==> src/cache_cfg.svh <==
`ifndef CACHE_CFG_SVH
`define CACHE_CFG_SVH

// byte address and data word widths
`define CACHE_ADDR_WIDTH 32
`define CACHE_DATA_WIDTH 32

// 16 lines, 4 words per line
`define CACHE_INDEX_WIDTH 4
`define CACHE_OFFSET_WIDTH 2

// derived sizes
`define CACHE_BYTE_WIDTH $clog2(`CACHE_DATA_WIDTH / 8)
`define CACHE_NUM_LINES (1 << `CACHE_INDEX_WIDTH)
`define CACHE_LINE_WORDS (1 << `CACHE_OFFSET_WIDTH)

`endif

==> src/cache_pkg.sv <==
`include "cache_cfg.svh"

package cache_pkg;

    typedef logic [`CACHE_ADDR_WIDTH-1:0] addr_t;
    typedef logic [`CACHE_DATA_WIDTH-1:0] word_t;
    // address minus index, offset and byte select
    typedef logic [`CACHE_ADDR_WIDTH-`CACHE_INDEX_WIDTH-`CACHE_OFFSET_WIDTH-`CACHE_BYTE_WIDTH-1:0]
        tag_t;
    typedef logic [`CACHE_INDEX_WIDTH-1:0] index_t;
    typedef logic [`CACHE_OFFSET_WIDTH-1:0] offset_t;
    typedef logic [`CACHE_DATA_WIDTH/8-1:0] strb_t;
    typedef logic [1:0] size_t;

    // request held from acceptance to completion
    typedef struct packed {
        logic  wr;
        size_t size;
        addr_t addr;
        word_t wdata;
    } cpu_req_t;

    // write command broadcast to every line
    typedef struct packed {
        tag_t    tag;
        offset_t offset;
        word_t   data;
        strb_t   strb;
        logic    dirty;
        logic    valid;
    } line_wr_t;

    typedef struct packed {
        logic valid;
        logic dirty;
        tag_t tag;
    } line_status_t;

    // one write-back beat
    typedef struct packed {
        word_t data;
        logic  last;
    } mem_w_t;

    typedef enum logic [2:0] {
        IDLE,
        QUERY,
        WB_AW,
        WB_W,
        WB_B,
        FILL_AR,
        FILL_R,
        WAIT_WRITE
    } ctrl_state_e;

    function automatic tag_t addr_tag(addr_t addr);
        return addr[`CACHE_ADDR_WIDTH-1 -: $bits(tag_t)];
    endfunction

    function automatic index_t addr_index(addr_t addr);
        return addr[`CACHE_BYTE_WIDTH + `CACHE_OFFSET_WIDTH +: `CACHE_INDEX_WIDTH];
    endfunction

    function automatic offset_t addr_offset(addr_t addr);
        return addr[`CACHE_BYTE_WIDTH +: `CACHE_OFFSET_WIDTH];
    endfunction

endpackage

==> src/cache_ctrl.sv <==
`timescale 1ns/1ps
`include "cache_cfg.svh"

module cache_ctrl import cache_pkg::*; (
    input  logic                        clk,
    input  logic                        rst,

    input  logic                        cpu_req,
    input  logic                        cpu_wr,
    input  size_t                       cpu_size,
    input  addr_t                       cpu_addr,
    input  word_t                       cpu_wdata,
    output logic                        cpu_addr_ok,
    output logic                        cpu_data_ok,
    output word_t                       cpu_rdata,

    input  logic                        hit,
    input  line_status_t                sel_status,
    input  word_t                       sel_word,
    output addr_t                       lookup_addr,
    output offset_t                     rd_offset,
    output logic [`CACHE_NUM_LINES-1:0] line_en,
    output line_wr_t                    line_wr,

    output addr_t                       araddr,
    output logic                        arvalid,
    input  logic                        arready,
    input  word_t                       rdata,
    input  logic                        rlast,
    input  logic                        rvalid,
    output logic                        rready,

    output addr_t                       awaddr,
    output logic                        awvalid,
    input  logic                        awready,
    output mem_w_t                      mem_w,
    output logic                        wvalid,
    input  logic                        wready,
    input  logic                        bvalid,
    output logic                        bready
);

    ctrl_state_e state;
    cpu_req_t    req_q;
    offset_t     burst_offset;
    offset_t     req_offset;
    index_t      req_index;
    strb_t       req_strb;
    logic        wr_line;

    assign req_offset = addr_offset(req_q.addr);
    assign req_index  = addr_index(req_q.addr);

    // byte enables from size and low address bits, overflow past byte 3 is dropped
    always_comb begin
        case (req_q.size)
            2'd0:    req_strb = strb_t'(4'b0001) << req_q.addr[`CACHE_BYTE_WIDTH-1:0];
            2'd1:    req_strb = strb_t'(4'b0011) << req_q.addr[`CACHE_BYTE_WIDTH-1:0];
            2'd2:    req_strb = strb_t'(4'b0111) << req_q.addr[`CACHE_BYTE_WIDTH-1:0];
            default: req_strb = '1;
        endcase
    end

    // live request while idle, held copy afterwards
    assign lookup_addr = (state == IDLE) ? cpu_addr : req_q.addr;
    assign rd_offset   = (state == WB_W) ? burst_offset : addr_offset(lookup_addr);

    assign cpu_addr_ok = cpu_req && (state == IDLE);
    assign cpu_data_ok = (state == QUERY);
    assign cpu_rdata   = sel_word;

    assign araddr  = {req_q.addr[`CACHE_ADDR_WIDTH-1:`CACHE_BYTE_WIDTH],
                      {`CACHE_BYTE_WIDTH{1'b0}}};
    assign arvalid = (state == FILL_AR);
    assign rready  = (state == FILL_R);

    // victim address, first beat is the word after the requested one
    assign awaddr  = {sel_status.tag, req_index, req_offset, {`CACHE_BYTE_WIDTH{1'b0}}};
    assign awvalid = (state == WB_AW);
    assign wvalid  = (state == WB_W);
    assign bready  = (state == WB_B);

    assign mem_w.data = sel_word;
    assign mem_w.last = (burst_offset == req_offset);

    always_comb begin
        wr_line = 1'b0;
        line_wr = '0;
        case (state)
            QUERY: begin
                if (req_q.wr) begin
                    wr_line        = 1'b1;
                    line_wr.tag    = addr_tag(req_q.addr);
                    line_wr.offset = req_offset;
                    line_wr.data   = req_q.wdata;
                    line_wr.strb   = req_strb;
                    line_wr.dirty  = 1'b1;
                    line_wr.valid  = 1'b1;
                end
            end
            WB_W: begin
                // last beat out, line is clean now
                if (wready && mem_w.last) begin
                    wr_line        = 1'b1;
                    line_wr.tag    = sel_status.tag;
                    line_wr.offset = burst_offset;
                    line_wr.data   = sel_word;
                    line_wr.strb   = '0;
                    line_wr.dirty  = 1'b0;
                    line_wr.valid  = 1'b1;
                end
            end
            FILL_R: begin
                if (rvalid) begin
                    wr_line        = 1'b1;
                    line_wr.tag    = addr_tag(req_q.addr);
                    line_wr.offset = burst_offset;
                    line_wr.data   = rdata;
                    line_wr.strb   = '1;
                    line_wr.dirty  = 1'b0;
                    line_wr.valid  = 1'b1;
                end
            end
            default: begin
            end
        endcase
    end

    always_comb begin
        for (int i = 0; i < `CACHE_NUM_LINES; i++) begin
            line_en[i] = wr_line && (req_index == index_t'(i));
        end
    end

    always_ff @(posedge clk) begin
        if (state == IDLE && cpu_req) begin
            req_q.wr    <= cpu_wr;
            req_q.size  <= cpu_size;
            req_q.addr  <= cpu_addr;
            req_q.wdata <= cpu_wdata;
        end
    end

    always_ff @(posedge clk) begin
        if (rst) begin
            state        <= IDLE;
            burst_offset <= '0;
        end else begin
            case (state)
                IDLE: begin
                    if (cpu_req) begin
                        if (sel_status.valid && sel_status.dirty && !hit) begin
                            state <= WB_AW;
                        end else if (!hit) begin
                            state <= FILL_AR;
                        end else begin
                            state <= QUERY;
                        end
                    end
                end
                QUERY: begin
                    state <= req_q.wr ? WAIT_WRITE : IDLE;
                end
                WB_AW: begin
                    if (awready) begin
                        burst_offset <= req_offset + offset_t'(1);
                        state        <= WB_W;
                    end
                end
                WB_W: begin
                    // wready assumed to stay high through the burst
                    if (wready) begin
                        burst_offset <= burst_offset + offset_t'(1);
                        if (mem_w.last) begin
                            state <= WB_B;
                        end
                    end
                end
                WB_B: begin
                    if (bvalid) begin
                        state <= FILL_AR;
                    end
                end
                FILL_AR: begin
                    if (arready) begin
                        burst_offset <= req_offset;
                        state        <= FILL_R;
                    end
                end
                FILL_R: begin
                    if (rvalid) begin
                        burst_offset <= burst_offset + offset_t'(1);
                        if (rlast) begin
                            state <= QUERY;
                        end
                    end
                end
                WAIT_WRITE: begin
                    state <= IDLE;
                end
                default: begin
                    state <= IDLE;
                end
            endcase
        end
    end

    // a completed request always ends on a line holding its address
    a_data_ok_hit: assert property (@(posedge clk) disable iff (rst)
        cpu_data_ok |-> hit);

    // victim address held while the write address waits
    a_aw_stable: assert property (@(posedge clk) disable iff (rst)
        awvalid && !awready |=> awvalid && $stable(awaddr));

endmodule

==> src/cache_line.sv <==
`timescale 1ns/1ps
`include "cache_cfg.svh"

module cache_line import cache_pkg::*; (
    input  logic         clk,
    input  logic         rst,
    input  logic         en,
    input  line_wr_t     line_wr,
    input  offset_t      rd_offset,
    output line_status_t status,
    output word_t        word
);

    logic  valid_q;
    logic  dirty_q;
    tag_t  tag_q;
    word_t words [`CACHE_LINE_WORDS];

    always_ff @(posedge clk) begin
        if (rst) begin
            valid_q <= 1'b0;
            dirty_q <= 1'b0;
        end else if (en) begin
            valid_q <= line_wr.valid;
            dirty_q <= line_wr.dirty;
        end
    end

    always_ff @(posedge clk) begin
        if (en) begin
            tag_q <= line_wr.tag;
            // only enabled byte lanes change
            for (int b = 0; b < $bits(strb_t); b++) begin
                if (line_wr.strb[b]) begin
                    words[line_wr.offset][8*b +: 8] <= line_wr.data[8*b +: 8];
                end
            end
        end
    end

    assign status.valid = valid_q;
    assign status.dirty = dirty_q;
    assign status.tag   = tag_q;
    assign word         = words[rd_offset];

    a_dirty_implies_valid: assert property (@(posedge clk) disable iff (rst)
        en && line_wr.dirty |-> line_wr.valid);

endmodule

==> src/cache_top.sv <==
`timescale 1ns/1ps
`include "cache_cfg.svh"

module cache_top import cache_pkg::*; (
    input  logic   clk,
    input  logic   rst,

    input  logic   cpu_req,
    input  logic   cpu_wr,
    input  size_t  cpu_size,
    input  addr_t  cpu_addr,
    input  word_t  cpu_wdata,
    output word_t  cpu_rdata,
    output logic   cpu_addr_ok,
    output logic   cpu_data_ok,

    output addr_t  araddr,
    output logic   arvalid,
    input  logic   arready,
    input  word_t  rdata,
    input  logic   rlast,
    input  logic   rvalid,
    output logic   rready,

    output addr_t  awaddr,
    output logic   awvalid,
    input  logic   awready,
    output mem_w_t mem_w,
    output logic   wvalid,
    input  logic   wready,
    input  logic   bvalid,
    output logic   bready
);

    logic                        hit;
    line_status_t                sel_status;
    word_t                       sel_word;
    addr_t                       lookup_addr;
    offset_t                     rd_offset;
    logic [`CACHE_NUM_LINES-1:0] line_en;
    line_wr_t                    line_wr;
    line_status_t                statuses [`CACHE_NUM_LINES];
    word_t                       words [`CACHE_NUM_LINES];

    cache_ctrl cache_ctrl_inst (
        .clk         (clk),
        .rst         (rst),
        .cpu_req     (cpu_req),
        .cpu_wr      (cpu_wr),
        .cpu_size    (cpu_size),
        .cpu_addr    (cpu_addr),
        .cpu_wdata   (cpu_wdata),
        .cpu_addr_ok (cpu_addr_ok),
        .cpu_data_ok (cpu_data_ok),
        .cpu_rdata   (cpu_rdata),
        .hit         (hit),
        .sel_status  (sel_status),
        .sel_word    (sel_word),
        .lookup_addr (lookup_addr),
        .rd_offset   (rd_offset),
        .line_en     (line_en),
        .line_wr     (line_wr),
        .araddr      (araddr),
        .arvalid     (arvalid),
        .arready     (arready),
        .rdata       (rdata),
        .rlast       (rlast),
        .rvalid      (rvalid),
        .rready      (rready),
        .awaddr      (awaddr),
        .awvalid     (awvalid),
        .awready     (awready),
        .mem_w       (mem_w),
        .wvalid      (wvalid),
        .wready      (wready),
        .bvalid      (bvalid),
        .bready      (bready)
    );

    for (genvar i = 0; i < `CACHE_NUM_LINES; i++) begin : g_line
        cache_line cache_line_inst (
            .clk       (clk),
            .rst       (rst),
            .en        (line_en[i]),
            .line_wr   (line_wr),
            .rd_offset (rd_offset),
            .status    (statuses[i]),
            .word      (words[i])
        );
    end

    line_select line_select_inst (
        .lookup_addr (lookup_addr),
        .statuses    (statuses),
        .words       (words),
        .sel_status  (sel_status),
        .sel_word    (sel_word),
        .hit         (hit)
    );

endmodule

==> src/line_select.sv <==
`timescale 1ns/1ps
`include "cache_cfg.svh"

module line_select import cache_pkg::*; (
    input  addr_t        lookup_addr,
    input  line_status_t statuses [`CACHE_NUM_LINES],
    input  word_t        words [`CACHE_NUM_LINES],
    output line_status_t sel_status,
    output word_t        sel_word,
    output logic         hit
);

    index_t idx;

    assign idx = addr_index(lookup_addr);

    assign sel_status = statuses[idx];
    assign sel_word   = words[idx];

    // valid line with matching tag
    assign hit = sel_status.valid && (sel_status.tag == addr_tag(lookup_addr));

endmodule

==> config.mk <==
export PLATFORM = sky130hd
export DESIGN_NAME = cache_top
export DESIGN_NICKNAME = d
export VERILOG_FILES = /design/src/cache_pkg.sv /design/src/cache_ctrl.sv /design/src/cache_line.sv /design/src/cache_top.sv /design/src/line_select.sv
export VERILOG_INCLUDE_DIRS = /design/src /design/src/src
export SDC_FILE = /design/constraint.sdc
export NUM_CORES = 2
export LEC_CHECK = 0
export ABC_AREA = 1
export BUFFER_PORTS_ARGS = -buffer_cell sky130_fd_sc_hd__buf_2
export CORE_ASPECT_RATIO = 2
export CORE_MARGIN = 8
export CORE_UTILIZATION = 57
export CTS_BUF_LIST = sky130_fd_sc_hd__clkbuf_16
export DETAILED_ROUTE_END_ITERATION = 10
export PLACE_DENSITY = 0.73
export RECOVER_POWER = 100
export SLEW_MARGIN = 20
export SYNTH_ARGS = -nofsm -noshare
export SYNTH_HDL_FRONTEND = slang
export SYNTH_HIERARCHICAL = 1
export SYNTH_SLANG_ARGS = --single-unit
==> constraint.sdc <==
create_clock -name clk -period 5.9 [get_ports clk]
set_clock_uncertainty 0.1 [all_clocks]
set_input_delay 0.59 -clock clk [delete_from_list [all_inputs] [get_ports clk]]
set_output_delay 0.59 -clock clk [all_outputs]
set_load 0.05 [all_outputs]
==> key figures <==
Yosys
  – Mapped Area: 115300 µm²
  – YS warnings: 6
  – Mapped Cells: 11630
  – Mean Syn Cell Area: 9.917 µm²

STA
  – Slew margin rel.: -69.15%
  – Worst Setup Slack, final: -0.005032 ns
  – Crit share post-route: 100.1%
  – Tmin final: 5.905 ns
  – Achievable frequency: 169.3 MHz
  – Final-report setup violation count: 8
  – Hold Fails Final Rpt: 0
  – Hold_ws: 0.1362 ns
  – Unrepaired setup endpoints after global routing: false
  – Slew Viols, Final: 1099
  – Worst-Margin Slew: 2.537 ns

Final layout
  – Post-route cell area: 124900 µm²
  – Post-Layout Cell Count: 14450
  – Fill cells: 15650
  – FF+latch area: 75780 µm²
  – Area of the multi-input gates: 26370 µm²
  – Layout cell share with drive strength beyond 1: 6.531%
  – Area growth syn-to-layout: 8.326%
  – Layout Nets: 11810

Power
  – Maximum VDD drop: 0.001123 V
  – Sequential power share: 29.1%
  – Clock network power share: 19.9%
  – Cell area power density: 577.3 nW/µm²
  – Sw power: 34.81 mW
  – Pleak: 54.49 nW
  – Sw Ratio: 48.27%
  – Pwr Total: 72.12 mW
  – P_int: 37.31 mW
  – Combinational fraction of design power: 51.0%

Status
  – Status: finished with violations
  – Failing checks: max-capacitance violations, max-slew violations, negative setup slack

Clock tree
  – Clock-pin slew on the worst setup and hold paths: 0.06 ns
  – Worst-skew pair later-pin latency: 0.89 ns
  – TritonCTS Buffers: 220
  – CTS max path bufs: 4
  – CTS tree: built
  – # clock sinks: 2536
  – Root Buffer: clkbuf_16
  – H-tree depth: 4

Global route
  – Vias in the first global route: 80100
  – Total Routing Usage GR: 29.62%
  – Global route overflow: 0
  – First-pass GRT wire length: 485300 µm
  – Initial antenna violation count: 5
  – Pin count of the biggest net entering global routing: 121

Placement
  – Dpl cells: 13990
  – Routability cong.: 0.9672
  – Hpwl dp: 222400 µm
  – Number of port buffers: 239
  – DP Area: 117800 µm²
  – DP Worst Slack: 0.7075 ns

Min path
  – Min-delay src: rlast
  – Worst min path class: in2reg
  – Hold Path Cell Cnt: 7
  – WHS Endpoint: cache_ctrl_inst/state[0]

Worst setup path
  – Reg2reg path depth: 20
  – Register-to-register setup slack: -0.005 ns
  – Reg2reg start: cache_ctrl_inst/state[0]
  – CP Launch Type: flop
  – CP Class: reg2reg
  – CP Capture Type: flop
  – CP Data Arrival Time: 6.23 ns
  – Worst r2r dst: g_line[14].cache_line_inst/words[2][3]
  – Critical Path RT: 6.22 ns
  – CP max FO: 64

Detailed routing
  – Starting DRT DRC Count: 9136
  – DRT antenna net count: 0
  – First-pass DRT Iterations: 7
  – Drt via density: 5.631
  – Final WL: 332400 µm
  – Avg WL per Cell: 22.99 µm
  – Remaining DRCs: 0
  – Vias: 81390

Floorplanning
  – FP Rows: 233
  – Die area: 217800 µm²
  – Initial core utilization: 57.33%
  – I/O pin total: 244
  – Die width: 334.1 µm
  – Chip Height: 652.1 µm
  – Core box area: 201200 µm²

Job
  – Max-Cap Viols: 24
[worst max-delay path by stage]
stage                              from                                     end  slack [ns]
6_report       cache_ctrl_inst/state[0]  g_line[14].cache_line_inst/words[2][3]      -0.005
5_1_grt        cache_ctrl_inst/state[0]                            cpu_rdata[6]       0.005
4_1_cts        cache_ctrl_inst/state[2]                            cpu_rdata[6]       0.005
3_5_place_dp   cache_ctrl_inst/state[1]                           cpu_rdata[21]        0.71
3_3_place_gp   cache_ctrl_inst/state[1]                               mem_w[20]        0.82
2_1_floorplan  cache_ctrl_inst/state[2]  g_line[0].cache_line_inst/words[0][22]        0.20
[registers in the layout, summed over array words and instances (netlist names)]
register	cells
g_line.cache_line_inst/dirty_q	16
cache_ctrl_inst/araddr	30
cache_ctrl_inst/req_q	37
g_line.cache_line_inst/tag_q	384
g_line.cache_line_inst/valid_q	16
cache_ctrl_inst/burst_offset	2
g_line.cache_line_inst/words	2048
cache_ctrl_inst/state	3
[metal layers]
layer | vias to the layer above | part of all wire (%) | GRT usage, % | wire length (µm)
met1 | 38720 | 32 | 31.33 | 107000
met2 | 4336 | 49 | 51.55 | 163600
met5 | - | 0 | 0 | 0
met4 | 0 | 10 | 24.96 | 34550
met3 | 1232 | 8.2 | 4.691 | 27210
li1 | 37100 | - | - | -
[cell usage in the layout, fill, tap and decap left out, types with 12 or more instances in the layout]
cell	instances
a21oi_1	40
a22o_1	17
a22oi_1	32
buf_12	27
buf_2	92
buf_4	135
bufinv_16	26
clkbuf_1	105
clkbuf_16	225
clkbuf_2	96
clkinv_1	50
clkinv_2	42
dfxtp_1	36
dlygate4sd3_1	67
edfxtp_1	2499
inv_1	2320
inv_2	17
nand2_1	3435
nand2_2	35
nand3_1	1298
nor2_1	661
o211ai_1	50
o21ai_0	332
o21ai_1	12
o221ai_1	98
o22ai_1	24
[what timing repair did]
action                                  CTS  global route
hold buffers                             67             0
buffers inserted                          2             0
endpoints found under the setup margin   31            62
cloned                                    0             1
gates resized for setup                   8            29
hold endpoints to repair                 67             0
pin swaps                                 1             0
[power by group through the flow]
stage	clock network [mW]	registers, mW	logic [mW]
2_1_floorplan	0	21.3	25.0
3_3_place_gp	0	21.3	35.8
3_5_place_dp	0	21.3	36.3
4_1_cts	14.5	20.9	36.5
5_1_grt	15.1	21.0	38.7
6_report	14.3	21.0	36.8
[layout make-up]
type	count	share of cell area (%)
flip-flops and latches	2536	60.67
repair buffers	539	3.010
inverters	2313	7.001
diodes	2	0.004006
clock inverters	169	1.135
multi-input cells	6086	21.11
clock buffers	224	4.487
well taps	2585	2.589
[worst max-delay path: stages (launching register included)]
cell	delay, ns
dfxtp_1	0.49
inv_2	0.16
nand2_1	0.11
inv_1	0.10
o21ai_0	0.22
nand2_1	0.13
o21ai_4	0.15
buf_4	0.20
buf_12	0.18
inv_2	0.23
buf_4	0.28
nand2_1	0.08
nand3_1	0.06
nand2_1	0.09
o21ai_0	0.08
o221ai_1	0.87
nand3_1	0.15
nand2_1	0.28
nand2_1	0.10
nand2_2	0.09
clkbuf_2	1.16
[through the flow]
step | TNS, ns | util, %
finish | -0.02095 | 62.10
detailed placement | 0 | 58.56
floorplan | 0 | -
global placement | 0 | 58.56
global route | 0 | 62.10
CTS | 0 | 62.42
Note: power is estimated with default switching activity, not from simulation.
